**src/logic/modbus_pkg.sv**
```systemverilog
// ============================
// Shared constants and types for the Modbus RTU slave
// Register image is REG_WORDS words and must stay a power of two
// so that address offsets wrap by truncation
// ============================
`default_nettype none

package modbus_pkg;

  // ============================
  // Sizes
  // ============================
  localparam int REG_WORDS    = 64;
  localparam int RX_BUF_DEPTH = 256;
  localparam int FIFO_DEPTH   = 256;

  // ============================
  // CRC-16 (Modbus, reflected)
  // ============================
  localparam logic [15:0] CRC_INIT = 16'hFFFF;
  localparam logic [15:0] CRC_POLY = 16'hA001;

  // Supported function codes
  localparam logic [7:0] FC_READ_HOLDING = 8'h03;
  localparam logic [7:0] FC_WRITE_SINGLE = 8'h06;
  localparam logic [7:0] FC_WRITE_MULTI  = 8'h10;

  typedef logic [$clog2(REG_WORDS)-1:0] reg_addr_t;
  typedef logic [7:0] rx_idx_t;

  // Decoded request header, bytes 0 to 6 of the frame
  typedef struct packed {
    logic [7:0]  dev_addr;
    logic [7:0]  func;
    logic [15:0] addr;
    logic [15:0] qty_or_val;   // qty for 03 and 10, value for 06
    logic [7:0]  byte_count;
  } modbus_req_t;

  // One response payload byte, last marks the end of the response
  typedef struct packed {
    logic [7:0] data;
    logic       last;
  } resp_byte_t;

  // Fold one byte into the running CRC, LSB first
  function automatic logic [15:0] crc16_step(input logic [15:0] crc, input logic [7:0] data);
    logic [15:0] c;
    c = crc ^ {8'h00, data};
    for (int i = 0; i < 8; i++) begin
      if (c[0]) begin
        c = (c >> 1) ^ CRC_POLY;
      end else begin
        c = c >> 1;
      end
    end
    return c;
  endfunction

endpackage

`default_nettype wire

```
**src/logic/resp_fifo.sv**
```systemverilog
// ============================
// First-word-fall-through response FIFO
// Push while full and pop while empty are ignored
// ============================
`timescale 1ns/1ps
`default_nettype none

module resp_fifo (
  input  logic                   clk,
  input  logic                   rst,
  input  logic                   push,
  input  modbus_pkg::resp_byte_t push_data,
  output logic                   full,
  input  logic                   pop,
  output modbus_pkg::resp_byte_t pop_data,
  output logic                   empty
);
  import modbus_pkg::*;

  resp_byte_t                     mem [FIFO_DEPTH];
  logic [$clog2(FIFO_DEPTH)-1:0]  wr_ptr;
  logic [$clog2(FIFO_DEPTH)-1:0]  rd_ptr;
  logic [$clog2(FIFO_DEPTH):0]    count;
  logic                           do_push;
  logic                           do_pop;

  assign full     = (count == FIFO_DEPTH);
  assign empty    = (count == '0);
  assign do_push  = push && !full;
  assign do_pop   = pop && !empty;
  // Head entry is visible without a read cycle
  assign pop_data = mem[rd_ptr];

  always_ff @(posedge clk) begin
    if (do_push) begin
      mem[wr_ptr] <= push_data;
    end
  end

  always_ff @(posedge clk) begin
    if (rst) begin
      wr_ptr <= '0;
      rd_ptr <= '0;
      count  <= '0;
    end else begin
      if (do_push) wr_ptr <= wr_ptr + 1'b1;
      if (do_pop)  rd_ptr <= rd_ptr + 1'b1;
      case ({do_push, do_pop})
        2'b10:   count <= count + 1'b1;
        2'b01:   count <= count - 1'b1;
        default: count <= count;
      endcase
    end
  end

endmodule

`default_nettype wire

```
**config.mk**
```make
export PLATFORM = sky130hd
export DESIGN_NAME = resp_fifo
export DESIGN_NICKNAME = d
export VERILOG_FILES = /design/src/logic/modbus_pkg.sv /design/src/logic/resp_fifo.sv
export SDC_FILE = /design/constraint.sdc
export NUM_CORES = 2
export LEC_CHECK = 0
export BUFFER_PORTS_ARGS = -buffer_cell sky130_fd_sc_hd__buf_2
export CAP_MARGIN = 20
export CORE_MARGIN = 8
export CORE_UTILIZATION = 40
export CTS_CLUSTER_SIZE = 30
export DETAILED_ROUTE_END_ITERATION = 6
export GPL_TIMING_DRIVEN = 0
export PLACE_DENSITY_LB_ADDON = 0.1
export SYNTH_ARGS = -nofsm -noshare
export SYNTH_HDL_FRONTEND = slang
export SYNTH_SLANG_ARGS = --single-unit
```
**constraint.sdc**
```tcl
create_clock -name clk -period 4.4 [get_ports clk]
set_clock_uncertainty 0.15 [all_clocks]
set_input_delay 1.32 -clock clk [delete_from_list [all_inputs] [get_ports clk]]
set_output_delay 1.32 -clock clk [all_outputs]
set_load 0.02 [all_outputs]
```
== Yosys cells after proc, flatten, opt, wreduce, memory -nomap -nowiden ==
Memory sizes are Yosys's and may differ from the RTL's. A register that Yosys moved wholly into a read port is not among the register bits.
Cells that the tools add are included.
Cells by class
  mux-type cells: 5
  reductions and logical operators: 6
  equality and inequality tests: 3
  add/sub/neg operators: 4
Operators by type and width (count)
  $pmux W9 S2: 1
  $add A8 B1 Y8 const B: 2
  $mux W8: 2
  $add A9 B1 Y9 const B: 1
  $eq A9 B9 Y1 const B: 1
  $logic_not A9 Y1: 1
  $sub A9 B1 Y9 const B: 1
  $eq A2 B1 Y1 const B: 1
  $eq A2 B2 Y1 const B: 1
  $logic_and A1 B1 Y1: 2
  $logic_not A1 Y1: 2
  $mux W1: 2
  $reduce_bool A2 Y1: 1
Word-level totals
  word-level logic and storage cells: 22
  output and inout bits: 11
  RAM bits: 2304
  bits in registers: 25
  memories kept: 1
  input bits: 13
Memories
  mem: depth 256, width 9, rd ports 1, clocked after memory_dff 1, wr ports 1, RTL line resp_fifo.sv:20  | resp_byte_t mem [FIFO_DEPTH];

== Logic depth before layout (Yosys ltp) ==
  depth in word-level cells: 5
  depth in mapped cells: 15

== Worst setup path before layout ==
OpenSTA, ideal clock, no wires.
  kind: flip-flop to output port
  start: register (tool-made name)
  end: output pop_data[2] in the netlist's numbering
  slack: 0.148 ns
  cell stages (with the launch flop): 11
  arrival: 2.782 ns
  buffers on the path: 5
  data required time: 2.930 ns
  cells stage by stage: dfxtp_1 -> buf_4 -> buf_4 -> buf_6 -> buf_2 -> buf_2 -> mux4_2 -> a22oi_1 -> o211ai_1 -> a211oi_1 -> a2111oi_0
RTL lines
  end: declaration: RTL line resp_fifo.sv:15  | output modbus_pkg::resp_byte_t pop_data,

==> results.cfg <==
[run_status]
status = finished, violations left
violations = setup timing

[yosys]
synth_edf_count = 2304
yosys_warnings = 0
async_reset_ff_share_pct = 0
netlist_instances = 4258
ys_seq_area_share_pct = 77.0
synth_nets = 4280
syn_area_per_cell_um2 = 21.3
yosys_register_bits = 2337
ys.flop_type = edfxtp_1
syn_area_um2 = 90700
yosysUniqueCellTypes = 69

[cells_and_area]
final_common_cell = edfxtp_1
nets = 4875
final_util_pct = 48.7
final_cell_mix = edfxtp_1 (2304), mux4_2 (534), clkbuf_16 (285)
drive_gt1_share_pct = 34.1
area.growth.synth_to_final_pct = 21.5
fin_area_um2 = 110000
fillers = 18581

[placed_design]
numPortBuffers = 22
pre_cts_slack_ns = -2.60
place_area_um2 = 96000
dp_hpwl_um = 226000
gp_congestion = 1.01

[setup_path]
worstPathMaxFanout = 9
end_kind = output pin
cp-start-kind = register
reg2reg_from = count[1]$_SDFFE_PP0P_
r2r_cells = 10
critPathArrivalTime_ns = 4.28
crit_type = register to output pin
cp_data_required_time_ns = 2.93

[sta]
max_slew_margin_pct = 22.4
fmax_mhz = 174
setup_slack_ns = -1.35
tns_ns = -11.29
worst_pin_slew_ns = 1.16
post-route-min-period_ns = 5.75
slew_viol_final = 0
final-hold-violation-count = 0
setup_viol = 9
rsz0062_at_grt = yes
post-route-period-util_pct = 131

[power_and_ir_drop]
p_leak_uw = 0.0338
power_density_nw_per_um2 = 562
ir_drop_v = 0.000508
power_uw = 61900

[grt]
grt_pass1_vias = 48039
track_usage_pct = 27.7
grt_pass1_wl_um = 448000
gr-total-overflow = 0
antenna_found_initial = 20
grt_max_degree = 161

[drt]
drt_pre_antenna_iters = 5
drc = 0
drt_wl_total_um = 342000
route.detailed.vias_per_inst = 6.20
postRouteAntennaNets = 0
vias = 49897
drt_iter0_drc = 7736
wl_per_cell_um = 42.5

[worst_hold_path]
min_path_cells = 2
min_path_type = register to register
min_from = rd_ptr[1]$_SDFFE_PP0N_

[clock_network]
h-tree-depth = 5
clock_path_buffers = 4
tritoncts = done
clkTransAtPathRegs_ns = 0.06
numClockSinks = 2337
numCtsBuffers = 274
cts_root_buf = clkbuf_16
clk_latency_ns = 0.94

[floorplanning]
die_y_um = 492
die_w_um = 492
ios = 24
dieArea_um2 = 242000
initial_core_util_pct = 40.1
rows = 175
core_um2 = 226000

[job]
max_cap_viol_count = 0
[cell usage after synthesis (12+ instances only)]
cell,number,area [um2]
edfxtp_1,2304,69200
mux4_2,534,12000
nor2_1,313,1170
mux2i_1,135,1350
a22oi_1,98,736
clkbuf_1,98,368
nand2_1,83,312
buf_2,58,290
buf_4,56,420
a21oi_1,49,245
o21ai_0,42,210
o211ai_1,40,300
dfxtp_1,33,661
a221oi_1,30,263
o22ai_1,29,181
buf_6,28,315
mux2_2,28,315
a22o_1,27,236
nand3_1,24,120
nor2b_1,21,131
nand4_1,15,93.8
nor3_1,13,65.1
xor2_1,13,114
a211oi_1,12,90.1
a31oi_1,12,75.1
[repair_timing]
item / 4_1_cts / 5_1_grt
endpoints found under the setup margin: 1393 / 651
gates cloned: 1 / 1
hold buffers: 0 / 0
pin swaps: 46 / 28
gates resized for setup: 883 / 68
buffers inserted: 146 / 39
[state kept, by name (all words and copies together) (netlist names), named ones only]
signal and flops:
count 9, mem 2304, rd_ptr 8, wr_ptr 8
[area by class of cell]
cell class                 instances  area [um2]  area share [%]
sequential                      2337       69900            63.4
tap                             3009        3760            3.42
timing repair buffer             325        3650            3.31
clock buffer                     346        7360            6.68
buffer                           251        3570            3.24
multi-input combinational       1653       21100            19.1
antenna                            6        15.0          0.0136
clock inverter                   111         896           0.813
inverter                          11        52.6          0.0477
[worst max-delay path, cell delays in order, from the launching register on]
cell and delay, ns:
dfxtp_4 0.38, buf_12 0.21, buf_16 0.17, buf_12 0.14
buf_6 0.10, mux4_2 0.50, mux4_2 0.61, mux2_4 0.32
a221oi_4 0.53, nor4_4 0.13, buf_4 0.21
[per-layer routing]
metal,GRT usage [%],share of wire (%),vias to the layer above
met1,38.5,40,27138
li1,-,-,19083
met3,8.34,11,597
met2,40.7,44,3077
met5,0,0.0038,-
met4,11.5,4.9,2
[logic make-up (layout without fill, tap and decap cells)]
kind of cell               count (synthesis)  after routing  synth area share (%)
other                                      0              6                     0
AOI/OAI and AO/OA                        389            389                  3.07
buffers and inverters                    268           1044                  1.73
muxes                                    705            705                  15.3
adders and majority gates                  9              9                 0.124
and+or+nand+nor                          527            527                  2.53
xor gates and xnor gates                  23             23                 0.222
DFF                                     2337           2337                  77.0
[power breakdown]
group | total [uW] | switching [uW] | internal, uW
registers | 24600 | 56.7 | 24500
clock network | 21600 | 9010 | 12600
logic | 15700 | 9100 | 6600
[final timing paths]
kind,slack (ns),endpoint
max,-1.35,pop_data[6]
min,0.36,register
max reg2reg,0.05,mem[220][3]$_DFFE_PP_
min reg2reg,0.36,register
[per-stage QoR]
| step | instances | hold slack, ns |
|---|---|---|
| 2_1_floorplan | 4258 | 0.322 |
| 3_3_place_gp | 7289 | 0.355 |
| 3_5_place_dp | 7383 | 0.355 |
| 4_1_cts | 7980 | 0.362 |
| 5_1_grt | 8048 | 0.368 |
| 6_report | 8049 | 0.362 |
Note: power is estimated with default switching activity, not from simulation.
