--- src/logic/modbus_pkg.sv ---
// ============================
// Shared constants and types for the Modbus RTU slave
// Register image is REG_WORDS words and must stay a power of two
// so that address offsets wrap by truncation
// ============================
`default_nettype none

package modbus_pkg;

  // ============================
  // Sizes
  // ============================
  localparam int REG_WORDS    = 64;
  localparam int RX_BUF_DEPTH = 256;
  localparam int FIFO_DEPTH   = 256;

  // ============================
  // CRC-16 (Modbus, reflected)
  // ============================
  localparam logic [15:0] CRC_INIT = 16'hFFFF;
  localparam logic [15:0] CRC_POLY = 16'hA001;

  // Supported function codes
  localparam logic [7:0] FC_READ_HOLDING = 8'h03;
  localparam logic [7:0] FC_WRITE_SINGLE = 8'h06;
  localparam logic [7:0] FC_WRITE_MULTI  = 8'h10;

  typedef logic [$clog2(REG_WORDS)-1:0] reg_addr_t;
  typedef logic [7:0] rx_idx_t;

  // Decoded request header, bytes 0 to 6 of the frame
  typedef struct packed {
    logic [7:0]  dev_addr;
    logic [7:0]  func;
    logic [15:0] addr;
    logic [15:0] qty_or_val;   // qty for 03 and 10, value for 06
    logic [7:0]  byte_count;
  } modbus_req_t;

  // One response payload byte, last marks the end of the response
  typedef struct packed {
    logic [7:0] data;
    logic       last;
  } resp_byte_t;

  // Fold one byte into the running CRC, LSB first
  function automatic logic [15:0] crc16_step(input logic [15:0] crc, input logic [7:0] data);
    logic [15:0] c;
    c = crc ^ {8'h00, data};
    for (int i = 0; i < 8; i++) begin
      if (c[0]) begin
        c = (c >> 1) ^ CRC_POLY;
      end else begin
        c = c >> 1;
      end
    end
    return c;
  endfunction

endpackage

`default_nettype wire

--- src/logic/rtu_frame_rx.sv ---
// ============================
// Collects one RTU frame between frame_start and frame_end
// Bytes past RX_BUF_DEPTH are dropped and left out of the CRC
// frame_start is ignored while the engine is busy
// ============================
`timescale 1ns/1ps
`default_nettype none

module rtu_frame_rx (
  input  logic                    clk,
  input  logic                    rst,
  input  logic [7:0]              rx_b,
  input  logic                    rx_b_v,
  input  logic                    frame_start,
  input  logic                    frame_end,
  input  logic                    busy,
  input  modbus_pkg::rx_idx_t     rd_idx,
  output logic [7:0]              rd_data,
  output modbus_pkg::modbus_req_t req,
  output logic                    req_valid,
  output logic                    stat_crc_err
);
  import modbus_pkg::*;

  logic [7:0]  rx_mem [RX_BUF_DEPTH];
  logic [7:0]  hdr [7];
  logic [8:0]  count;
  logic [15:0] crc;
  logic        in_frame;
  logic        end_q;

  logic        start_ok;
  logic        take;
  logic [8:0]  wr_idx;
  logic [15:0] crc_base;
  logic        frame_ok;

  assign start_ok = frame_start && !busy;
  // A byte on the start cycle is the first byte of the new frame
  assign wr_idx   = start_ok ? 9'd0 : count;
  assign crc_base = start_ok ? CRC_INIT : crc;
  assign take     = rx_b_v && (in_frame || start_ok) && (wr_idx < RX_BUF_DEPTH);
  // Residue over data plus CRC bytes is zero for a good frame
  assign frame_ok = end_q && (count >= 9'd4) && (crc == 16'h0000);

  // ============================
  // Frame control
  // ============================
  always_ff @(posedge clk) begin
    if (rst) begin
      in_frame     <= 1'b0;
      end_q        <= 1'b0;
      count        <= '0;
      crc          <= CRC_INIT;
      req_valid    <= 1'b0;
      stat_crc_err <= 1'b0;
    end else begin
      end_q     <= frame_end && (in_frame || start_ok);
      req_valid <= frame_ok;
      if (start_ok) begin
        in_frame <= 1'b1;
        count    <= '0;
        crc      <= CRC_INIT;
      end
      if (take) begin
        count <= wr_idx + 9'd1;
        crc   <= crc16_step(crc_base, rx_b);
      end
      if (frame_end) begin
        in_frame <= 1'b0;
      end
      // Short frames fall through with no pulse at all
      if (end_q && (count >= 9'd4) && (crc != 16'h0000)) begin
        stat_crc_err <= 1'b1;
      end
    end
  end

  // Frame storage, header shadow and decoded request
  always_ff @(posedge clk) begin
    if (take) begin
      rx_mem[wr_idx[7:0]] <= rx_b;
      if (wr_idx < 9'd7) begin
        hdr[wr_idx[2:0]] <= rx_b;
      end
    end
    rd_data <= rx_mem[rd_idx];
    if (frame_ok) begin
      req.dev_addr   <= hdr[0];
      req.func       <= hdr[1];
      req.addr       <= {hdr[2], hdr[3]};
      req.qty_or_val <= {hdr[4], hdr[5]};
      req.byte_count <= hdr[6];
    end
  end

endmodule

`default_nettype wire

--- config.mk ---
export PLATFORM = sky130hd
export DESIGN_NAME = rtu_frame_rx
export DESIGN_NICKNAME = d
export VERILOG_FILES = /design/src/logic/modbus_pkg.sv /design/src/logic/rtu_frame_rx.sv
export SDC_FILE = /design/constraint.sdc
export NUM_CORES = 2
export LEC_CHECK = 0
export ABC_CLOCK_PERIOD_IN_PS = 12200
export BUFFER_PORTS_ARGS = -buffer_cell sky130_fd_sc_hd__clkbuf_2
export CAP_MARGIN = 40
export CORE_ASPECT_RATIO = 0.5
export CORE_MARGIN = 5
export CORE_UTILIZATION = 38
export CTS_CLUSTER_DIAMETER = 60
export DETAILED_ROUTE_END_ITERATION = 12
export PLACE_DENSITY = 0.51
export REMOVE_ABC_BUFFERS = 1
export SETUP_SLACK_MARGIN = 0.05
export SYNTH_ARGS = -nofsm -noshare
export SYNTH_HDL_FRONTEND = slang
export SYNTH_SLANG_ARGS = --single-unit
--- constraint.sdc ---
create_clock -name clk -period 12.2 [get_ports clk]
set_clock_uncertainty 0.2 [all_clocks]
set_input_delay 2.44 -clock clk [delete_from_list [all_inputs] [get_ports clk]]
set_output_delay 2.44 -clock clk [all_outputs]
set_load 0.01 [all_outputs]
======== Word-level counts from Yosys, hierarchy flattened ========
Memories as Yosys holds them, arrays and structs flattened. A register that Yosys moved wholly into a read port is not among the register bits.
Index checks and enable logic that the tools add are counted.
word-level totals
  latch bits .............................. 0
  input port bits ......................... 22
  output and inout port bits .............. 66
  flip-flop bits (word level) ............. 29
  word-level logic and storage cells ...... 64
  bits in read-only memories .............. 0
  RAM bits ................................ 2,104
  memories kept ........................... 2
cells by class
  divide/modulo/power cells ............... 0
  multiplexer cells ....................... 31
  bitwise logic cells ..................... 9
  multiply operators ...................... 0
  order comparisons ....................... 3
  reduce and logical (&&, ||, !) cells .... 12
  shift-type cells ........................ 0
  add/subtract/negate cells ............... 1
  equal/unequal tests ..................... 0
memories
  memory  depth  bits a word  read ports  clocked after Yosys merged registers in  wr ports  RTL line            text
  rx_mem  256    8            1           1                                        1         rtu_frame_rx.sv:25  logic [7:0] rx_mem [RX_BUF_DEPTH];
  hdr     7      8            7           7                                        1         rtu_frame_rx.sv:26  logic [7:0] hdr [7];
operators by type and width
  kind                   count
  $mux W16               24
  $not A2 Y3             8
  $mux W9                2
  $logic_not A16 Y1      1
  $reduce_bool A16 Y1    1
  $xor A16 B8 Y16        1
  $add A9 B1 Y9 const B  1
  $ge A9 B3 Y1 const B   1
  $lt A9 B3 Y1 const B   1
  $lt A9 B9 Y1 const B   1
  $logic_and A1 B1 Y1    7
  $mux W1                5
  $reduce_or A2 Y1       1
  $logic_not A1 Y1       1
  $logic_or A1 B1 Y1     1

======== Longest topological paths before layout ========
  depth after elaboration ................. 35
  mapped depth ............................ 12
  gate-level depth less buffers ........... 8

======== Worst setup path after synthesis ========
No wires, ideal clock.
  path type ............................... input to register
  from .................................... in busy
  to ...................................... mem rx_mem[111][0], enable pin
  setup time .............................. 0.370 ns
  data required time ...................... 11.630 ns
  stages on the path ...................... 9
  path slack .............................. 7.221 ns
  arrival ................................. 4.409 ns
  buffers on the path ..................... 3
  cell sequence ........................... nand2b_1 clkbuf_1 clkbuf_1 nand2_1 inv_1 ha_1 nand3_1 clkbuf_1 nor2_1
on the way
  cells in the longest elaborated chain, start to end .. 7
  elaborated cells on any way between the ends .. 9
  classes of those cells .................. order compare (1); mux (3); reduce/logical (5)
RTL lines
  element                                              RTL line            text
  from (decl)                                          rtu_frame_rx.sv:16  input logic busy,
  $logic_not A1 Y1 *                                   rtu_frame_rx.sv:38  assign start_ok = frame_start && !busy;
  $logic_and A1 B1 Y1 *                                rtu_frame_rx.sv:38
  $mux W9 or $logic_or A1 B1 Y1 (tied branches)        -
  $lt A9 B9 Y1 or $logic_and A1 B1 Y1 (tied branches)  rtu_frame_rx.sv:42  assign take = rx_b_v && (in_frame || start_ok) && (wr_idx < RX_BUF_DEPTH);
  $logic_and A1 B1 Y1                                  rtu_frame_rx.sv:42
  $mux W1                                              rtu_frame_rx.sv:81  if (take) begin
  $mux W1 (not written as such)                        rtu_frame_rx.sv:82  rx_mem[wr_idx[7:0]] <= rx_b;
  to (decl)                                            rtu_frame_rx.sv:25
Mark *: on every way between the ends. The rest lies on a longest branch, timed or not.

==> summary.txt <==
Run status
  – Outcome: finished clean

Yosys
  – Post-synth EDFFs: 2160
  – Flops & latches, synth: 2197
  – Post-synth top area cell: edfxtp_1
  – Syn Area/Cell: 21.1 µm²
  – Mapped Cells: 4013
  – Async S/R FF share, synth: 0%
  – Cell Area, Synth: between 80000 and 90000 µm²
  – Dominant synthesized flop cell: edfxtp_1
  – Top-count cell post-synth: edfxtp_1
  – Synth area leaders: edfxtp_1 77%, mux4_2 12%, mux2i_1 3.0%
  – Commonest cells post-synth: 2160 x edfxtp_1, 445 x mux4_2, 301 x nor2_1, 254 x mux2i_1, 103 x clkbuf_1
  – Top-area cell type share of the netlist area: 76.7%
  – Synth unique cells: 49
  – Synthesis Warnings: 0
  – Seq/Total Area, Yosys: just under 80%

STA
  – Worst Tran Pin Value: 0.968 ns
  – Minimum clock period: 5.97 ns
  – Slew Limit Fails: 0
  – Setup repair after global routing missed its margin: no
  – Setup TNS Final: 0 ns
  – Final setup viols: 0
  – Final hold vios: 0
  – F_max: 168 MHz
  – Slew HR: 35.2%
  – Final period utilization: 48.9%
  – WHS: 0.218 ns

Floorplan
  – Die ar.: 233000 µm²
  – Die H: approximately 340 µm
  – Starting Density: 38.2%
  – Top Ports: 88
  – Area of the core: approximately 220000 µm²
  – # rows: 122
  – Die width: 677 µm

Worst setup path
  – Worst R2R Setup Slack: 8.63 ns
  – Crit-path max FO: 57
  – Kind of critical path: input pin to register
  – Crit path max-delay family: buffers and inverters
  – Required @ worst endpoint: 12.70 ns
  – CP Buf/Inv Count: 4
  – Worst-path cell chain: buf_8 -> buf_4 -> buf_4 -> mux4_2 -> a22oi_1 -> a21oi_1 -> nor4_1 -> buf_2 -> nor4_1
  – Data arrival time of the worst path: 6.47 ns
  – Max stage delay cell, worst path: buf_4
  – Setup crit start kind: input pin
  – FF-to-FF End: rx_mem[203][3]
  – Cell depth of the worst flop-to-flop path: 6
  – CP endpoint kind: register
  – Worst r2r src: count[1]
  – Slowest stage delay, CP: 0.69 ns

Clock tree
  – CTS tree: done
  – Worst-path clk slew: 0.07 ns
  – Hold buffer count at cts: 0
  – Root Driver: clkbuf_16
  – Clock buffer depth: 4
  – Postcts setup bufs: 0
  – CTS buffer count: 206
  – Clock latency on the worst-skew pair: roughly 0.83 ns
  – Post-cts sizing count: 0
  – Clock sinks: 2197
  – H-tree Lvls: 4

Hold path
  – Hold depth: 0
  – Hold Startpoint: hdr[3][0]
  – Hold EP: req[24]
  – HP Class: register to register

Placement
  – Placed insts: approximately 7.0k
  – GPL Wtd Cong: between 0.7 and 0.8
  – Port Buffer Count: 87
  – Hpwl dp: 132000 µm

Global routing
  – GRT Util Overall: between 10% and 20%
  – GRT overflow: 0
  – Initial antenna violation count: 11
  – First-pass GRT wire length: 312000 µm
  – Vias in the first global route: 41.5k
  – Largest net degree at the start of global routing: 151

Power and ir drop
  – Seq pwr share: 54.5%
  – Power, Total: between 15 and 20 mW
  – Power density cells: 159 nW/µm²
  – LEAKAGE: 29.9 nW
  – Internal power component: 12.0 mW
  – Clock group share of total power: 40.6%
  – Combinational power share: approximately 4.8%
  – Switching share of power: 21.1%
  – VDD IR-drop max: about 100 µV
  – NetSw: 3.21 mW

Drt
  – Wire per inst: slightly below 30 µm
  – DR vias: between 40k and 50k
  – Post-DRT Antenna Nets: 0
  – Detailed Route Iter0 Violations: 4341
  – Drt pass-1 iters: 5
  – Total wire length: 219000 µm
  – Routed vias/inst: around 5.6
  – DR DRC count: 0

Layout
  – Final core utilization: 43.3%
  – Area occupied by multi-input gates: 17700 µm²
  – Final Non-Filler Cells: 7400
  – Layout cell share with drive strength beyond 1: 23.9%
  – Fillers: between 15k and 20k
  – Layout area overhead: 13.2%
  – Final nets: 4293
  – Register area: approximately 66000 µm²

Run
  – MaxCap Viol Count: 0
## power groups by stage
stage	sequential, mW	combinational (mW)	clock (mW)
after floorplan	8.46	0.313	0
after global placement	8.46	0.723	0
after detailed placement	8.46	0.747	0
after CTS	8.30	0.748	6.31
after global routing	8.29	0.785	6.63
final	8.30	0.736	6.19
## final cells by class
| type | count | area share, % |
|---|---|---|
| multi-input cells | 1574 | 18.5 |
| repair buffers | 283 | 2.48 |
| clock inverters | 105 | 0.881 |
| clock buffers | 259 | 5.72 |
| diodes | 1 | 0.00261 |
| inverters | 5 | 0.0248 |
| flip-flops and latches | 2197 | 68.5 |
| well taps | 2976 | 3.89 |
## per-stage QoR
step | cell area (µm²) | setup WS [ns]
floorplan | 83200 | 6.23
global placement | 88300 | 4.92
detailed placement | 89400 | 5.23
CTS | 95700 | 6.14
global route | 95800 | 5.98
finish | 95800 | 6.23
## cell usage in the layout, fill, tap and decap left out, drive strengths merged, types with 3 or more instances in the layout
cell,synthesis,routed
o31ai,10,10
a22oi,4,4
xor2,12,12
ha,4,4
mux2,6,6
nor2,301,301
o21ai,4,4
a221oi,14,14
xnor2,25,25
nand2b,8,8
mux4,448,448
dfxtp,37,37
clkdlybuf4s15,0,3
o221ai,92,92
or2,12,12
nand3,30,30
o32ai,6,6
clkinv,0,85
edfxtp,2160,2160
inv,5,8
a21oi,65,65
mux2i,254,254
nor4,45,45
a22o,22,22
nand4,3,3
buf,133,204
bufinv,0,14
nand2,55,55
clkbuf,104,335
o22ai,86,86
nor3,47,47
clkinvlp,0,3
nor2b,6,6
## per-layer routing
| metal | share of wire (%) | global-route usage [%] | up-vias |
|---|---|---|---|
| met5 | 0 | 0 | - |
| met4 | 2.4 | 4.63 | 0 |
| met3 | 7.1 | 3.80 | 295 |
| met2 | 47 | 29.2 | 1431 |
| met1 | 44 | 26.5 | 22152 |
| li1 | - | - | 17254 |
## cells by family after synthesis
family          synth area share [%]
compound gates                  2.60
xor+xnor                       0.410
fa+ha+maj                     0.0592
buf+inv                         1.64
flops                           77.6
mux                             15.0
simple gates                    2.70
## state kept, by name, indices dropped and copies added (netlist names), 8 cells and up
signal	cells
rx_mem	2048
hdr	56
req	56
crc	16
count	9
rd_data	8
## how the worst max path moves through the flow
stage	from	endpoint	slack, ns	cells after the start
floorplan	rd_idx[3]	rd_data[2]	6.23	6
finish	rd_idx[0]	rd_data[5]	6.23	9
global placement	rd_idx[0]	rd_data[1]	4.92	8
CTS	rd_idx[0]	rd_data[5]	6.14	9
detailed placement	rd_idx[0]	rd_data[5]	5.23	9
global route	rd_idx[0]	rd_data[5]	5.98	9
Note: power is estimated with default switching activity, not from simulation.
