<file path="src/logic/modbus_pkg.sv">
// ============================
// Shared constants and types for the Modbus RTU slave
// Register image is REG_WORDS words and must stay a power of two
// so that address offsets wrap by truncation
// ============================
`default_nettype none

package modbus_pkg;

  // ============================
  // Sizes
  // ============================
  localparam int REG_WORDS    = 64;
  localparam int RX_BUF_DEPTH = 256;
  localparam int FIFO_DEPTH   = 256;

  // ============================
  // CRC-16 (Modbus, reflected)
  // ============================
  localparam logic [15:0] CRC_INIT = 16'hFFFF;
  localparam logic [15:0] CRC_POLY = 16'hA001;

  // Supported function codes
  localparam logic [7:0] FC_READ_HOLDING = 8'h03;
  localparam logic [7:0] FC_WRITE_SINGLE = 8'h06;
  localparam logic [7:0] FC_WRITE_MULTI  = 8'h10;

  typedef logic [$clog2(REG_WORDS)-1:0] reg_addr_t;
  typedef logic [7:0] rx_idx_t;

  // Decoded request header, bytes 0 to 6 of the frame
  typedef struct packed {
    logic [7:0]  dev_addr;
    logic [7:0]  func;
    logic [15:0] addr;
    logic [15:0] qty_or_val;   // qty for 03 and 10, value for 06
    logic [7:0]  byte_count;
  } modbus_req_t;

  // One response payload byte, last marks the end of the response
  typedef struct packed {
    logic [7:0] data;
    logic       last;
  } resp_byte_t;

  // Fold one byte into the running CRC, LSB first
  function automatic logic [15:0] crc16_step(input logic [15:0] crc, input logic [7:0] data);
    logic [15:0] c;
    c = crc ^ {8'h00, data};
    for (int i = 0; i < 8; i++) begin
      if (c[0]) begin
        c = (c >> 1) ^ CRC_POLY;
      end else begin
        c = c >> 1;
      end
    end
    return c;
  endfunction

endpackage

`default_nettype wire

</file>
<file path="src/logic/slave_engine.sv">
// ============================
// Executes 03, 06 and 10 against the holding-register image
// Offsets wrap modulo REG_WORDS, quantities are not range checked
// Function 10 data must fit in the receive buffer
// ============================
`timescale 1ns/1ps
`default_nettype none

module slave_engine (
  input  logic                    clk,
  input  logic                    rst,
  input  logic [15:0]             map_base,
  input  modbus_pkg::modbus_req_t req,
  input  logic                    req_valid,
  output logic                    busy,
  output modbus_pkg::rx_idx_t     rd_idx,
  input  logic [7:0]              rd_data,
  output logic                    push,
  output modbus_pkg::resp_byte_t  push_data,
  input  logic                    full
);
  import modbus_pkg::*;

  typedef enum logic [1:0] {S_IDLE, S_WLOAD, S_HDR, S_RDREG} state_t;

  state_t      state;
  logic [15:0] regs [REG_WORDS];
  reg_addr_t   base_off;
  reg_addr_t   woff;
  logic [16:0] cnt;
  logic        rd_v;
  logic [7:0]  hi_q;

  reg_addr_t   req_off;
  logic        is_read;
  logic [2:0]  hdr_len;
  logic [16:0] nbytes;
  logic [15:0] rd_word;
  logic [7:0]  hdr_byte;

  // req stays steady while busy, so it is used directly
  assign req_off = reg_addr_t'(req.addr - map_base);
  assign is_read = (req.func == FC_READ_HOLDING);
  assign hdr_len = is_read ? 3'd3 : 3'd6;
  assign nbytes  = {req.qty_or_val, 1'b0};
  assign busy    = req_valid || (state != S_IDLE);
  // Data words of function 10 start at request byte 7
  assign rd_idx  = rx_idx_t'(cnt + 17'd7);
  assign rd_word = regs[reg_addr_t'(base_off + reg_addr_t'(cnt[16:1]))];

  always_comb begin
    case (cnt[2:0])
      3'd0:    hdr_byte = req.dev_addr;
      3'd1:    hdr_byte = req.func;
      3'd2:    hdr_byte = is_read ? nbytes[7:0] : req.addr[15:8];
      3'd3:    hdr_byte = req.addr[7:0];
      3'd4:    hdr_byte = req.qty_or_val[15:8];
      default: hdr_byte = req.qty_or_val[7:0];
    endcase
  end

  // ============================
  // Response byte source
  // ============================
  always_comb begin
    push           = 1'b0;
    push_data.data = hdr_byte;
    push_data.last = 1'b0;
    if (state == S_HDR) begin
      push           = !full;
      push_data.last = (cnt[2:0] == hdr_len - 3'd1) && !(is_read && nbytes != '0);
    end else if (state == S_RDREG) begin
      push           = !full;
      push_data.data = cnt[0] ? rd_word[7:0] : rd_word[15:8];
      push_data.last = (cnt == nbytes - 17'd1);
    end
  end

  always_ff @(posedge clk) begin
    if (rst) begin
      state    <= S_IDLE;
      cnt      <= '0;
      rd_v     <= 1'b0;
      base_off <= '0;
      woff     <= '0;
      hi_q     <= '0;
      for (int i = 0; i < REG_WORDS; i++) begin
        regs[i] <= '0;
      end
    end else begin
      case (state)
        S_IDLE: begin
          cnt      <= '0;
          rd_v     <= 1'b0;
          base_off <= req_off;
          woff     <= req_off;
          if (req_valid) begin
            case (req.func)
              FC_READ_HOLDING: state <= S_HDR;
              FC_WRITE_SINGLE: begin
                regs[req_off] <= req.qty_or_val;
                state         <= S_HDR;
              end
              FC_WRITE_MULTI:  state <= S_WLOAD;
              default:         state <= S_IDLE;
            endcase
          end
        end
        // Read data issued at cnt arrives one cycle later
        S_WLOAD: begin
          if (cnt != nbytes) begin
            cnt <= cnt + 17'd1;
          end
          rd_v <= (cnt != nbytes);
          if (rd_v) begin
            if (cnt[0]) begin
              hi_q <= rd_data;
            end else begin
              regs[woff] <= {hi_q, rd_data};
              woff       <= woff + reg_addr_t'(1);
            end
          end else if (cnt == nbytes) begin
            cnt   <= '0;
            state <= S_HDR;
          end
        end
        S_HDR: begin
          if (!full) begin
            if (cnt[2:0] == hdr_len - 3'd1) begin
              cnt   <= '0;
              state <= (is_read && nbytes != '0) ? S_RDREG : S_IDLE;
            end else begin
              cnt <= cnt + 17'd1;
            end
          end
        end
        S_RDREG: begin
          if (!full) begin
            cnt <= cnt + 17'd1;
            if (cnt == nbytes - 17'd1) begin
              state <= S_IDLE;
            end
          end
        end
        default: state <= S_IDLE;
      endcase
    end
  end

endmodule

`default_nettype wire

</file>
<file path="config.mk">
export PLATFORM = sky130hd
export DESIGN_NAME = slave_engine
export DESIGN_NICKNAME = d
export VERILOG_FILES = /design/src/logic/modbus_pkg.sv /design/src/logic/slave_engine.sv
export SDC_FILE = /design/constraint.sdc
export NUM_CORES = 2
export LEC_CHECK = 0
export BUFFER_PORTS_ARGS = -buffer_cell sky130_fd_sc_hd__buf_4
export CORE_AREA = 3 3 376 378
export CTS_CLUSTER_SIZE = 16
export DETAILED_ROUTE_END_ITERATION = 8
export DIE_AREA = 0 0 379 381
export PLACE_DENSITY = 0.51
export SYNTH_ARGS = -nofsm -noshare
export SYNTH_HDL_FRONTEND = slang
export SYNTH_SLANG_ARGS = --single-unit
</file>
<file path="constraint.sdc">
create_clock -name clk -period 4.6 [get_ports clk]
set_input_delay 0.92 -clock clk [delete_from_list [all_inputs] [get_ports clk]]
set_output_delay 0.92 -clock clk [all_outputs]
set_load 0.05 [all_outputs]
</file>
[After elaboration in Yosys (flattened, before gate mapping)]
Memory sizes are Yosys's and may differ from the RTL's.
Index checks and enable logic that the tools add are counted.
Cells by class
  add/sub/neg operators: 7
  equal/unequal tests: 23
  reductions and logical operators: 17
  mux-type cells: 48
Operator list (number)
  17-bit 2-to-1 mux: 6
  17-bit case mux with 4 select lines: 1
  8-bit case mux with 5 select lines: 1
  17-bit == test: 2
  16-bit 2-to-1 mux: 2
  16-bit OR reduction: 2
  6-bit 2-to-1 mux: 4
  8-bit 2-to-1 mux: 3
  17-bit by 1-bit adder with 17-bit output, second input constant: 1
  1-bit 2-to-1 mux: 17
  17-bit != test: 1
  17-bit nonzero test: 1
  17-bit by 1-bit subtractor with 17-bit output, second input constant: 1
  2-bit 2-to-1 mux: 8
  2-bit != test, second input constant: 7
  6-bit case mux with 2 select lines: 1
  9-bit 2-to-1 mux: 1
  8-bit by 3-bit adder with 8-bit output, second input constant: 1
  8-bit by 2-bit == test with 1-bit output, second input constant: 1
  8-bit by 3-bit == test with 1-bit output, second input constant: 1
  8-bit by 5-bit == test with 1-bit output, second input constant: 1
  2-bit case mux with 4 select lines: 1
  7-bit AND reduction: 1
  6-bit by 1-bit adder with 6-bit output, second input constant: 1
  22 further kinds: 29
Storage, ports and cells
  memory bits (writable): 1024
  memories: 1
  flip-flop bits (word level): 40
  output and inout bits: 19
  logic and storage cells: 102
Memories
  regs: words 64, width 16, rd ports 1, clocked after memory_dff 0, wr ports 64, line slave_engine.sv:27  | logic [15:0] regs [REG_WORDS];

[Longest topological paths before layout]
  depth in word-level cells: 9
  gate-level depth with buffers: 14

[Worst setup path before layout]
No wires, ideal clock.
  path kind: input to output
  start: input req[8] (netlist bit)
  end: output push_data[0] (netlist bit)
  arrival time: 3927 ps
  path slack: -247 ps
  data required time: 3680 ps
  stages on the path: 11
  path buffers: 1
  cell sequence: inv_1 -> ha_1 -> or3b_2 -> clkbuf_1 -> nor2_1 -> nand2_1 -> nand3_1 -> o21ai_0 -> nor4_1 -> nand4_1 -> a211oi_1
RTL lines
  start: declaration: line slave_engine.sv:13  | input modbus_pkg::modbus_req_t req,
  end: declaration: line slave_engine.sv:19  | output modbus_pkg::resp_byte_t push_data,

==> flow_summary.ini <==
[clock_tree]
h-tree-depth = 3
numCtsBuffers = 112
clk_path_buf_depth = 3
clock_sinks = 1064
clkTransAtPathRegs_ns = 0.07
cts_root_buffer = clkbuf_16
cts_tree = done
clk-insertion-delay-late_ns = 0.71

[detailed_routing]
num_vias = 30597
avgRoutedWirePerCell_um = 26.02
drc = 0
drtAntennaViolNets = 0
viasPerCell = 5.395
routed_wl_um = 147600
firstDrtPassIters = 5
drt-initial-drc-count = 2977

[synthesis]
synth.top_cell.area_share = 0.6374
syn_avg_cell_area_um2 = 13.52
synth_edf_count = 1024
yosys-mux-area-fraction = 0.1461
synthesis.nets = 3673
async_flop_share = 0
synth_seq_cells = 1064
synth-simple-area-share = 0.1306
synth_compound_area_frac = 0.02734
yosysWarnings = 0
synth_commonest_cells = nor2_1 (1,079), edfxtp_1 (1,024), mux4_2 (296), clkbuf_1 (263), nand2_1 (260)
synth_xor_area_frac = 0.008896
synthDistinctLibCells = 68
synthAdderAreaFrac = 0.006017
yosys-top-cells-area = edfxtp_1 (64%), mux4_2 (14%), nor2_1 (8.4%)
synth_top_family_by_area = multiplexers
ys.flop_type = edfxtp_1
yosysTopAreaCell = edfxtp_1
netlist_instances = 3567
syn_area_mm2 = 0.04824
yosysSeqAreaShare = 0.6540
yosysMostFrequentCell = nor2_1

[run_status]
failed_checks = setup timing
outcome = complete, but fails checks

[timing]
drv_slew = 0
setup_viol = 8
period_share = 1.148
maxSlewHeadroom = 0.1930
worst_pin_slew_ns = 1.206
fmaxAchievable_mhz = 189.4
hold_viol = 0
setup_slack_ns = -0.6792
min_period_ns = 5.279
rsz0062_at_grt = yes
fin_tns_setup_ns = -5.039
final.setup_skew_ns = 0.02794

[worst_setup_path]
worstReg2RegStart = state[0]
required_ns = 3.68
max_stage_delay_ns = 0.85
reg2reg_to = regs[0][11]
cp-end-kind = output port
arrival_ns = 4.36
path_cells = ha_4 -> fa_4 -> buf_12 -> buf_16 -> mux4_2 -> mux4_2 -> mux2_4 -> o211ai_1 -> buf_4 -> a21oi_1 -> buf_4
cp_max_fo = 12
r2r_setup_slack_ns = 1.07
crit_type = reg -> out
reg2regPathDepth = 10
critPathSlowestCell = fa_4
cp-start-kind = flop

[finish]
seqCellArea_mm2 = 0.03155
fin_nets = 3891
fillerInstances = 12656
final_util = 0.4153
drive_gt1_frac = 0.2446
fin_cells = 5671
synthToLayoutAreaGrowth_pct = 18.66
multi_input_area_mm2 = 0.01585

[hold_path]
worstHoldEndpoint = base_off[0]
hold_path_depth = 2
hold_start = base_off[0]
min_path_type = reg -> reg

[floorplan]
die_y_um = 381
ios = 103
dieArea_mm2 = 0.1444
start_util = 0.3500
core-area_mm2 = 0.1378
rows = 136
die_width_um = 379

[grt]
overflow = 0
antenna_found_initial = 3
grt_pass1_vias = 30420
grt_pass1_wl_um = 214100
use_met3 = 0.02436
grt.total_usage = 0.2034
grtUsageMet1 = 0.2914
grt_util_met2 = 0.3229
grt.busiest_layer = met2
grt_max_degree = 65

[power]
p_comb_frac = 0.185
power.total_w = 0.02437
p_sw_frac = 0.2709
p_int_w = 0.01777
switching_power_w = 0.006602
p_leak_nw = 20.21
power_frac_clock = 0.363
power_frac_seq = 0.452
powerDensity_mw_per_mm2 = 425.8
vdd_ir_drop_max_mv = 0.2795

[place]
numPortBuffers = 84
dp_hpwl_um = 93060
placed_cells = 5441
place.gp.congestion = 0.8360
pre_cts_ws_ns = -0.1845

[run]
maxCapViolCount = 0
## worst max-delay path: cells and delay by family, from the launching register on
kind	cells	cell delay, ns
adders and majority gates	2	1.01
DFF	1	0.34
muxes	3	1.23
buffers and inverters	4	0.76
AOI/OAI and AO/OA	2	0.29
## flip-flops by register name (all words and copies together), names as in the netlist
signal	flops
regs	1024
hi_q	8
state	2
base_off	6
rd_v	1
woff	6
cnt	17
## worst max-delay path by stage
| stage | depth (start not counted) | end | from |
|---|---|---|---|
| 2_1_floorplan | 11 | push_data[4] | cnt[1] |
| 3_3_place_gp | 12 | push_data[1] | base_off[0] |
| 3_5_place_dp | 12 | push_data[1] | base_off[0] |
| 4_1_cts | 11 | push_data[3] | base_off[0] |
| 5_1_grt | 13 | push_data[4] | base_off[0] |
| 6_report | 11 | push_data[7] | base_off[0] |
## power groups by stage
| stage | registers, W | logic, W | clock network [W] |
|---|---|---|---|
| 2_1_floorplan | 0.0112 | 0.00239 | 0 |
| 3_3_place_gp | 0.0112 | 0.00429 | 0 |
| 3_5_place_dp | 0.0112 | 0.00429 | 0 |
| 4_1_cts | 0.0110 | 0.00448 | 0.00904 |
| 5_1_grt | 0.0111 | 0.00471 | 0.00942 |
| 6_report | 0.0110 | 0.00451 | 0.00884 |
## routing by layer
layer	up-vias	wire length [um]	part of all wire
met5	-	0	0
met4	0	4450	0.030
met3	186	9170	0.062
met2	1135	69720	0.47
met1	15763	64220	0.44
li1	13513	-	-
## what timing repair did
action	in CTS	in global routing
buffers inserted	11	9
hold buffers	0	0
endpoints found under the setup margin	8	9
gates resized for setup	43	14
gates cloned	3	1
pin swaps	9	8
## kinds of logic after synthesis
logic type / after synthesis
XOR/XNOR: 49
AND/OR/NAND/NOR: 1561
flip-flops: 1064
buffers and inverters: 334
multiplexers: 333
AO/OA/AOI/OAI: 204
adder cells (fa/ha/maj): 22
## per-stage QoR
step           instance area, um^2  hold WS [ns]
3_5_place_dp                 53190        0.4711
6_report                     57240        0.4805
3_3_place_gp                 53190        0.4662
4_1_cts                      57080        0.4300
5_1_grt                      57240        0.4730
2_1_floorplan                48250        0.4357
## final cells by class
| class | instances | share of cell area |
|---|---|---|
| diodes | 1 | 0.00004372 |
| repair buffers | 412 | 0.06923 |
| multi-input cells | 2169 | 0.2769 |
| inverters | 26 | 0.001705 |
| clock inverters | 74 | 0.01134 |
| flip-flops and latches | 1064 | 0.5512 |
| clock buffers | 131 | 0.05038 |
| well taps | 1794 | 0.03921 |
## cells in the final DEF, fill, tap and decap left out, drive strengths merged, types with 11 or more instances in the layout
master | synthesis | routed
mux2i | 27 | 27
nor3 | 19 | 19
xnor2 | 28 | 28
clkbuf | 263 | 132
buf | 45 | 410
dfxtp | 40 | 40
o211ai | 23 | 23
inv | 26 | 31
nand3b | 14 | 14
ha | 20 | 20
nand3 | 114 | 114
nor2 | 1080 | 1080
edfxtp | 1024 | 1024
a21oi | 57 | 57
a211oi | 11 | 11
o21ai | 50 | 50
nand2 | 260 | 260
mux4 | 296 | 296
clkinv | 0 | 53
xor2 | 21 | 21
Power figures use the tool's default switching activity.
