## src/logic/modbus_pkg.sv

```systemverilog
// ============================
// Shared constants and types for the Modbus RTU slave
// Register image is REG_WORDS words and must stay a power of two
// so that address offsets wrap by truncation
// ============================
`default_nettype none

package modbus_pkg;

  // ============================
  // Sizes
  // ============================
  localparam int REG_WORDS    = 64;
  localparam int RX_BUF_DEPTH = 256;
  localparam int FIFO_DEPTH   = 256;

  // ============================
  // CRC-16 (Modbus, reflected)
  // ============================
  localparam logic [15:0] CRC_INIT = 16'hFFFF;
  localparam logic [15:0] CRC_POLY = 16'hA001;

  // Supported function codes
  localparam logic [7:0] FC_READ_HOLDING = 8'h03;
  localparam logic [7:0] FC_WRITE_SINGLE = 8'h06;
  localparam logic [7:0] FC_WRITE_MULTI  = 8'h10;

  typedef logic [$clog2(REG_WORDS)-1:0] reg_addr_t;
  typedef logic [7:0] rx_idx_t;

  // Decoded request header, bytes 0 to 6 of the frame
  typedef struct packed {
    logic [7:0]  dev_addr;
    logic [7:0]  func;
    logic [15:0] addr;
    logic [15:0] qty_or_val;   // qty for 03 and 10, value for 06
    logic [7:0]  byte_count;
  } modbus_req_t;

  // One response payload byte, last marks the end of the response
  typedef struct packed {
    logic [7:0] data;
    logic       last;
  } resp_byte_t;

  // Fold one byte into the running CRC, LSB first
  function automatic logic [15:0] crc16_step(input logic [15:0] crc, input logic [7:0] data);
    logic [15:0] c;
    c = crc ^ {8'h00, data};
    for (int i = 0; i < 8; i++) begin
      if (c[0]) begin
        c = (c >> 1) ^ CRC_POLY;
      end else begin
        c = c >> 1;
      end
    end
    return c;
  endfunction

endpackage

`default_nettype wire

```

## src/logic/rtu_tx_framer.sv

```systemverilog
// ============================
// Sends response bytes when tx_b_rdy is high, then CRC low and high
// A byte leaves in the cycle after tx_b_rdy was sampled
// ============================
`timescale 1ns/1ps
`default_nettype none

module rtu_tx_framer (
  input  logic                   clk,
  input  logic                   rst,
  input  modbus_pkg::resp_byte_t pop_data,
  input  logic                   empty,
  output logic                   pop,
  output logic [7:0]             tx_b,
  output logic                   tx_b_v,
  input  logic                   tx_b_rdy
);
  import modbus_pkg::*;

  typedef enum logic [1:0] {S_DATA, S_CRC_LO, S_CRC_HI} state_t;

  state_t      state;
  logic [15:0] crc;

  assign pop = (state == S_DATA) && tx_b_rdy && !empty;

  always_ff @(posedge clk) begin
    if (rst) begin
      state  <= S_DATA;
      crc    <= CRC_INIT;
      tx_b   <= '0;
      tx_b_v <= 1'b0;
    end else begin
      tx_b_v <= 1'b0;
      case (state)
        S_DATA: begin
          if (pop) begin
            tx_b   <= pop_data.data;
            tx_b_v <= 1'b1;
            crc    <= crc16_step(crc, pop_data.data);
            if (pop_data.last) state <= S_CRC_LO;
          end
        end
        S_CRC_LO: begin
          if (tx_b_rdy) begin
            tx_b   <= crc[7:0];
            tx_b_v <= 1'b1;
            state  <= S_CRC_HI;
          end
        end
        S_CRC_HI: begin
          if (tx_b_rdy) begin
            tx_b   <= crc[15:8];
            tx_b_v <= 1'b1;
            crc    <= CRC_INIT;   // ready for the next response
            state  <= S_DATA;
          end
        end
        default: state <= S_DATA;
      endcase
    end
  end

endmodule

`default_nettype wire

```

## config.mk

```make
export PLATFORM = sky130hd
export DESIGN_NAME = rtu_tx_framer
export DESIGN_NICKNAME = d
export VERILOG_FILES = /design/src/logic/modbus_pkg.sv /design/src/logic/rtu_tx_framer.sv
export SDC_FILE = /design/constraint.sdc
export NUM_CORES = 1
export LEC_CHECK = 0
export BUFFER_PORTS_ARGS = -buffer_cell sky130_fd_sc_hd__buf_2
export CAP_MARGIN = 15
export CORE_ASPECT_RATIO = 1.4
export CORE_MARGIN = 10
export CORE_UTILIZATION = 55
export CTS_CLUSTER_SIZE = 12
export DETAILED_ROUTE_END_ITERATION = 10
export HOLD_SLACK_MARGIN = 0.1
export PLACE_DENSITY = 0.79
export SYNTH_ARGS = -nofsm -noshare
export SYNTH_HDL_FRONTEND = slang
export SYNTH_SLANG_ARGS = --single-unit
export TNS_END_PERCENT = 20
```

## constraint.sdc

```tcl
create_clock -name clk -period 2.4 [get_ports clk]
set_input_delay 0.36 -clock clk [delete_from_list [all_inputs] [get_ports clk]]
set_output_delay 0.36 -clock clk [all_outputs]
set_load 0.02 [all_outputs]
```

**After elaboration in Yosys (flattened, before gate mapping)**

Index checks and enable logic that the tools add are counted.

- Register bits: 27
- Bits in latches: 0
- Memory bits (writable): 0
- ROM bits: 0
- Bits of input ports: 13
- Output and inout bits: 10
- Logic and storage cells: 73
- Memories: 0

- $add $sub $neg: 0
- Multiply operators: 0
- Divide/modulo/power cells: 0
- Magnitude comparators: 0
- Eq/ne operators: 6
- Shifts and indexed selects: 0
- Multiplexer cells: 44
- Bitwise operators: 9
- Reduce and logical (&&, ||, !) cells: 10

Operators by type and width:

| kind | count |
|---|---|
| 16-bit two-way mux | 31 |
| 16-bit one-hot mux with 2 select lines | 1 |
| 8-bit two-way mux | 3 |
| 2-bit NOT with 3-bit output | 8 |
| 8-bit one-hot mux with 3 select lines | 1 |
| 16-bit by 8-bit XOR with 16-bit output | 1 |
| 2-bit two-way mux | 4 |
| 2-bit inequality test, second input constant | 4 |
| 4-bit AND reduction | 2 |
| 2-bit one-hot mux with 3 select lines | 1 |
| 3-bit AND reduction | 1 |
| 3-bit nonzero test | 1 |
| 2-bit by 1-bit == test with 1-bit output, second input constant | 1 |
| 2-bit == test, second input constant | 1 |
| 1-bit logical AND | 2 |
| 2-bit logical NOT | 1 |
| 1-bit two-way mux | 2 |
| 1-bit one-hot mux with 2 select lines | 1 |
| 2-bit nonzero test | 1 |
| 2-bit OR reduction | 1 |
| 1-bit logical NOT | 1 |

**Logic depth before layout (Yosys ltp)**

Gate-level depths: netlist of the first run.

- Depth after elaboration: 40
- Depth in mapped cells: 10
- Gate-level depth less buffers: 7

**Worst setup path before layout of the first run**

No wires, ideal clock.

- Path type: input port to flip-flop
- From: input port pop_data[5] (netlist bit)
- To: register crc[0]
- Setup time: 117 ps
- Arrival time: 1,750 ps
- Required time: 2,283 ps
- Slack: 533 ps
- Stages: 6
- Buffers on the path: 0
- Cell sequence: xnor2_1 > xor2_1 > xnor3_2 > xnor3_1 > o22ai_1 > nand2b_1

- Cells in the longest elaborated chain, start to end: 33

RTL lines:

| element | line | text |
|---|---|---|
| start: declaration | rtu_tx_framer.sv:11 | `input modbus_pkg::resp_byte_t pop_data,` |
| 16-bit by 8-bit XOR with 16-bit output * | modbus_pkg.sv:49 | `c = crc ^ {8'h00, data};` |
| 16-bit two-way mux * | modbus_pkg.sv:51 | `if (c[0]) begin` |
| 16-bit two-way mux * | rtu_tx_framer.sv:37 | `if (pop) begin` |
| 16-bit two-way mux * | rtu_tx_framer.sv:35 | `case (state)` |
| 16-bit two-way mux * | rtu_tx_framer.sv:28 | `if (rst) begin` |
| 16-bit two-way mux * | modbus_pkg.sv:51 |  |
| 16-bit two-way mux * | rtu_tx_framer.sv:37 |  |
| 16-bit two-way mux * | rtu_tx_framer.sv:35 |  |
| [17 not listed] | - |  |
| 16-bit two-way mux * | rtu_tx_framer.sv:28 |  |
| 16-bit two-way mux * | modbus_pkg.sv:51 |  |
| 16-bit two-way mux * | rtu_tx_framer.sv:37 |  |
| 16-bit two-way mux * | rtu_tx_framer.sv:35 |  |
| 16-bit two-way mux * | rtu_tx_framer.sv:28 |  |
| 16-bit two-way mux * | modbus_pkg.sv:51 |  |
| 16-bit two-way mux * | rtu_tx_framer.sv:37 |  |
| 16-bit one-hot mux with 2 select lines * | rtu_tx_framer.sv:35 |  |
| end signal: assignment | rtu_tx_framer.sv:40 | `crc <= crc16_step(crc, pop_data.data);` |
| end: declaration | rtu_tx_framer.sv:23 | `logic [15:0] crc;` |

Mark *: on every way between the ends. The rest lies on a longest branch, timed or not. The select of a mux whose other input is x is not followed.
A chain may end at the register's enable or synchronous reset.

**Worst setup path after layout of the first run**

- From: register crc[5]
- To: register crc[0]

- Cells in the longest elaborated chain, start to end: 33

RTL lines:

| element | line |
|---|---|
| 16-bit by 8-bit XOR with 16-bit output * | modbus_pkg.sv:49 |
| 16-bit two-way mux * | modbus_pkg.sv:51 |
| 16-bit two-way mux * | rtu_tx_framer.sv:37 |
| 16-bit two-way mux * | rtu_tx_framer.sv:35 |
| 16-bit two-way mux * | rtu_tx_framer.sv:28 |
| 16-bit two-way mux * | modbus_pkg.sv:51 |
| 16-bit two-way mux * | rtu_tx_framer.sv:37 |
| 16-bit two-way mux * | rtu_tx_framer.sv:35 |
| [17 not listed] | - |
| 16-bit two-way mux * | rtu_tx_framer.sv:28 |
| 16-bit two-way mux * | modbus_pkg.sv:51 |
| 16-bit two-way mux * | rtu_tx_framer.sv:37 |
| 16-bit two-way mux * | rtu_tx_framer.sv:35 |
| 16-bit two-way mux * | rtu_tx_framer.sv:28 |
| 16-bit two-way mux * | modbus_pkg.sv:51 |
| 16-bit two-way mux * | rtu_tx_framer.sv:37 |
| 16-bit one-hot mux with 2 select lines * | rtu_tx_framer.sv:35 |

Marked as above.

==> metrics.md, run 1 <==
| Metric | Value |
|---|---|
| Status | finished, final reports clean |
| Layout cells sized above 1 | ~15% |
| Hold Path Origin | tx_b_rdy |
| Design Power | roughly 1700 uW |
| Initial DRC Count | 43 |
| Sequential share of power | between 30 and 40% |
| Maximum VDD drop | between 600 and 700 uV |
| Internal Pwr Total | 1000 uW |
| GPL Wtd Cong | roughly 0.87 |
| Setup TNS | 0 ns |
| Final wirelength | between 3 and 4 mm |
| Setup CP Type | reg2reg |
| Reg2reg start | crc[5] |
| TritonCTS buffer count | 3 |
| Clock transition at path regs | 0.14 ns |
| Root Driver | clkbuf_4 |
| DRT Pass-1 Iters | 4 |
| RSZ-0062 raised after global routing | no |
| Hold WC Path Type | in2reg |
| Dominant cell type by area after synthesis | dfxtp_1 |
| Post-Syn Instances | ~170 |
| Die ar. | 5060 sq um |
| Yosys top cell area share | between 30% and 40% |
| Arr. time, crit path | around 2.3 ns |
| Top post-synthesis cells by area | dfxtp_1 (38%), xnor2_1 (8.0%), nor2_1 (6.6%) |
| Chip width | ~63 microns |
| Combinational group share of total power | 52.1% |
| Cell count of the worst hold path | 3 |
| Buffers on Ports | 22 |
| Cell Rows | 21 |
| Clk pwr share | between 10% and 20% |
| Layout Skew | roughly 0.0051 ns |
| Detailed-route via count | about 1,200 |
| Drc violations | 0 |
| Slew of the pin with the lowest slew margin | ~0.7 ns |
| Design Area, Final | about 1600 sq um |
| Clock buffer depth | 2 |
| Sequential element share of the synthesized area | a little under two fifths |
| Yosys warns | 0 |
| Core area | 2440 sq um |
| Vias in the first global route | roughly 1,300 |
| Layout fillers | between 200 and 250 |
| Reg2Reg Setup Slack | between 0.3 and 0.4 ns |
| Cell Area, Synth | 1430 sq um |
| Fraction of registers with async set/reset | 0% |
| Post-DP Area | ~1500 sq um |
| Worst reg2reg path depth | 6 |
| Total gr overflow | 0 |
| Ports | 23 |
| CTS tree | done |
| Worst path required time | around 2.6 ns |
| Detail Route Antenna Nets | 0 |
| Syn avg cell area | between 8 and 9 sq um |
| Final min period | between 2 and 2.5 ns |
| Slew margin rel. | a little over half |
| Post-CTS Hold Fix Bufs | 0 |
| Worst-path fanout max | 3 |
| Post-synth net total | ~180 |
| Vias/cell | roughly 5.7 |
| Main synth FF type | dfxtp_1 |
| Final count of pins violating max slew | 0 |
| Largest net degree at the start of global routing | 28 |
| Post-CTS resize count | 0 |
| Dpl ws | ~0.26 ns |
| Antenna cells | 0 |
| H-tree depth | 1 |
| Static leakage | between 0.0006 and 0.0007 uW |
| Starting density of the core | 58.3% |
| Final Cycle Share | roughly 85% |
| All-layer global routing usage | roughly 13% |
| First-pass GRT wire length | 5.51 mm |
| Count of cell types in the netlist | 24 |
| Fmax | just under 500 MHz |
| WL/cell | 14.8 microns |
| Worst r2r dst | crc[0] |
| DP HPWL | between 2 and 2.5 mm |
| Hold EP | state[1] |
| Final net count | between 200 and 250 |
| Critical Path Start | crc[5] |
| Crit end category | register |
| Final Hold Viols | 0 |
| PD cells | 1090 nW/um^2 |
| Sw power | between 700 and 800 uW |
| Setup ws final | roughly 0.35 ns |
| Synthesis-to-layout area growth | 10.1% |
| Initial antenna violation count | 0 |
| Clock sink total | 27 |
| Clock network latency to the later pin of the worst-skew pair | 0.33 ns |
| Worst setup SP type | register |
| Net Sw Frac | 41.6% |
| #FFs+latches synth | 27 |
| Post-CTS Setup Repair Bufs | 0 |
| Die Y | between 80 and 90 microns |
| Endpoints failing setup | 0 |
| Max Cap Viol | 0 |
| Number of flops mapped to enable cells by yosys | 0 |
routing by layer:
| metal | track usage, % | vias up | wire length (microns) | part of all wire [%] |
|---|---|---|---|---|
| li1 | - | 609 | - | - |
| met1 | 14.6 | 576 | 1340 | 42 |
| met2 | 23.3 | 34 | 1610 | 50 |
| met3 | 2.92 | 5 | 203 | 6.4 |
| met4 | 4.71 | 0 | 44 | 1.4 |
| met5 | 0 | - | 0 | 0 |
synth_stat cells (all sizes together) (5+ instances only):
library cell / n
dfxtp: 27
ha: 5
clkbuf: 9
a21oi: 12
nand2b: 12
nor3: 8
o21bai: 6
a22oi: 8
xor2: 6
o22ai: 10
nor2: 25
a211oi: 8
xnor2: 13
power groups by stage:
stage / sequential (uW) / clock, uW / combinational, uW
after detailed placement: 632 / 0 / 883
after global placement: 626 / 0 / 853
final: 622 / 198 / 892
after CTS: 621 / 202 / 887
after floorplan: 677 / 0 / 639
after global routing: 638 / 221 / 979
per-stage QoR:
| stage | std cells | hold WS, ns | util [%] |
|---|---|---|---|
| floorplan | 166 | 0.489 | - |
| global placement | 212 | 0.461 | 63.1 |
| detailed placement | 212 | 0.472 | 63.1 |
| CTS | 216 | 0.356 | 64.2 |
| global route | 216 | 0.373 | 64.2 |
| finish | 216 | 0.366 | 64.2 |
critical path: stages, from the launching register on:
cell      delay (ns)
dfxtp_1         0.36
xnor2_1         0.28
xor2_1          0.27
xnor3_2         0.52
xnor3_1         0.35
o22ai_1         0.12
nand2b_1        0.07
cell families (layout without fill, tap and decap cells):
kind of cell               count (synthesis)  in the layout  share of synthesized area [%]
adders and majority gates                  5              5                           4.39
and+or+nand+nor                           48             48                           15.9
AOI/OAI and AO/OA                         48             48                           21.6
buffers and inverters                     16             32                           4.56
muxes                                      1              1                          0.702
DFF                                       27             27                           37.9
xor gates and xnor gates                  21             21                           14.9
state kept, by name, summed over array words and instances (netlist names):
register and count:
crc 16, state 2, tx_b 8, tx_b_v 1
cell usage in the layout, fill, tap and decap left out, types with 8 or more instances in the layout:
cell type  synthesis  layout
nor2_1            25      25
dfxtp_1           27      27
a21oi_1           12      12
xnor2_1           13      13
a22oi_1            8       8
o22ai_1           10      10
a211oi_1           8       8
nor3_1             8       8
nand2b_1          12      12
buf_2              1      22
how the worst max path moves through the flow:
stage	end	cells after the start
after global routing	crc[13]	7
after CTS	crc[0]	6
final	crc[0]	6
after detailed placement	crc[0]	7
after floorplan	crc[0]	6
after global placement	crc[0]	7
cell type report:
cell class	instances	area [sq um]	share of cell area, %
Inverter	4	15.0	0.957
Multi-Input combinational cell	123	820	52.2
Sequential cell	27	541	34.4
Timing Repair Buffer	24	125	7.97
Tap cell	34	42.5	2.71
Clock buffer	4	26.3	1.67
(Power assumes the default switching activity.)
==> inputs of run 2 (changes only) <==
clock period = 2 ns   (was 2.4 ns; I/O delays follow)
==> metrics.md, run 2 (synthesis results as in run 1) <==
| Metric | Value |
|---|---|
| Layout fillers | 207 (-7.2%) |
| Final net count | 211 (+5.0%) |
| All-layer global routing usage | 13.5% (+0.49 points) |
| Setup ws final | 0.0524 ns (-0.299 ns) |
| TritonCTS buffer count | 3 (unchanged) |
| Most flops, register | crc |
| WL/cell | 15.1 microns (+2.0%) |
| Layout cells sized above 1 | 21.9% (+6.5 points) |
| Antenna cells | 0 (unchanged) |
| Reg2Reg Setup Slack | 0.05 ns (-0.30 ns) |
| Reg2reg start | crc[5] |
| Initial DRC Count | 54 (+26%) |
| Clock sink total | 27 (unchanged) |
| Most common cell after layout, fill and taps aside | dfxtp_1 |
| Max reg flops | 16 (unchanged) |
| Core area | 2440 sq um (unchanged) |
| Final wirelength | 3.41 mm (+6.7%) |
| Endpoints failing setup | 0 (unchanged) |
| Cell count of the worst hold path | 4 (+1) |
| DRT Pass-1 Iters | 4 (unchanged) |
| Worst r2r dst | crc[0] |
| Largest regs | crc x16, tx_b x8, state x2 |
| Slew margin rel. | 73.2% (+21 points) |
| Largest net degree at the start of global routing | 28 (unchanged) |
| Clock network latency to the later pin of the worst-skew pair | 0.33 ns (about the same) |
| Starting density of the core | 58.3% (unchanged) |
| Static leakage | 0.000718 uW (+8.7%) |
| Chip width | 63.0 microns (unchanged) |
| Final Hold Viols | 0 (unchanged) |
| Worst path required time | 2.23 ns (-0.40 ns) |
| Post-CTS Hold Fix Bufs | 0 (unchanged) |
| Die Y | 80.2 microns (unchanged) |
| Detailed-route via count | 1,270 (+3.8%) |
| CTS tree | done |
| Cell Rows | 21 (unchanged) |
| Worst-path fanout max | 3 (unchanged) |
| Crit end category | register |
| Vias in the first global route | 1,291 (+2.6%) |
| DP HPWL | 2.47 mm (+7.2%) |
| Maximum VDD drop | 751 uV (+18%) |
| Detail Route Antenna Nets | 0 (unchanged) |
| Slew of the pin with the lowest slew margin | 0.401 ns (-0.304 ns) |
| Final Cycle Share | 97.4% (+12 points) |
| Drc violations | 0 (unchanged) |
| First-pass GRT wire length | 5.64 mm (+2.5%) |
| Arr. time, crit path | 2.18 ns (-0.10 ns) |
| Total gr overflow | 0 (unchanged) |
| Max Cap Viol | 0 (unchanged) |
| Final count of pins violating max slew | 0 (unchanged) |
| Root Driver | clkbuf_4 |
| Clock buffer depth | 2 (unchanged) |
| Ports | 23 (unchanged) |
| Hold WC Path Type | in2reg |
| Hold EP | tx_b_v |
| Design Power | 2160 uW (+26%) |
| PD cells | 1300 nW/um^2 (+19%) |
| Synthesis-to-layout area growth | 16.6% |
| Worst reg2reg path depth | 6 (unchanged) |
| Worst setup SP type | register |
| Buffers on Ports | 22 (unchanged) |
| Die ar. | 5060 sq um (unchanged) |
| Final min period | 1.95 ns (-0.101 ns) |
| Vias/cell | 5.62 (-0.83%) |
| Status | finished, final reports clean |
| Setup TNS | 0 ns (unchanged) |
| Highest-count cells in the layout ignoring fill and taps | dfxtp_1 (27), nor2_1 (25), buf_2 (22) |
| Dpl ws | -0.0384 ns (-0.295 ns) |
| Hold Path Origin | empty |
| Clock transition at path regs | 0.14 ns (about the same) |
| H-tree depth | 1 (unchanged) |
| Fmax | 513 MHz (+5.2%) |
| Setup CP Type | reg2reg |
| Post-layout util | 68.0% (+3.8 points) |
| GPL Wtd Cong | 0.934 (+6.8%) |
| Initial antenna violation count | 0 (unchanged) |
| Layout Skew | 0.00408 ns (-0.000989 ns) |
run 2: cell count changes in the layout (fill, tap and decap cells not counted), sizes merged:
cell  delta
buf     +10
run 2: what timing repair did:
action                     CTS  global route
resized for setup            0             4
setup endpoints to repair    0            11
buffers inserted             0             1
run 2: worst max-delay path: stages, from the launching register on:
cell	delay [ns]
dfxtp_1	0.36
xnor2_1	0.26
xor2_1	0.23
xnor3_2	0.47
xnor3_1	0.34
o22ai_1	0.12
nand2b_1	0.08
run 2: worst max path at each step:
stage | start | end | slack, ns | cells after the start
after CTS | crc[4] | crc[0] | 0.02 | 6
after global routing | state[0] | crc[11] | -0.03 | 7
after global placement | pop_data[5] | crc[0] | 0.04 | 7
after detailed placement | pop_data[5] | crc[0] | -0.04 | 7
final | crc[5] | crc[0] | 0.05 | 6
after floorplan | crc[4] | crc[0] | 0.16 | 6
run 2: metrics by stage:
| step | area, sq um | hold slack, ns | cells |
|---|---|---|---|
| finish | 1660 | 0.329 | 226 |
| detailed placement | 1610 | 0.469 | 221 |
| global placement | 1610 | 0.461 | 221 |
| floorplan | 1430 | 0.489 | 166 |
| CTS | 1640 | 0.306 | 225 |
| global route | 1660 | 0.336 | 226 |
run 2: report_power, final:
| part | total, uW | switching (uW) | internal, uW |
|---|---|---|---|
| Combinational | 1180 | 645 | 538 |
| Sequential | 746 | 85.3 | 661 |
| Clock | 234 | 156 | 78.3 |
| Total | 2160 | 886 | 1280 |
run 2: area by class of cell:
class	count	area, sq um	share of cell area, %
Clock buffer	4	26.3	1.58
Sequential cell	27	541	32.5
Inverter	4	15.0	0.904
Multi-Input combinational cell	123	837	50.4
Tap cell	34	42.5	2.56
Timing Repair Buffer	34	200	12.0
run 2: layer usage:
metal | vias to the layer above | share of wire, % | GRT usage (%)
li1 | 624 | - | -
met1 | 599 | 40 | 14.1
met2 | 41 | 52 | 24.9
met3 | 6 | 5.7 | 3.19
met4 | 0 | 1.6 | 5.83
met5 | - | 0 | 0
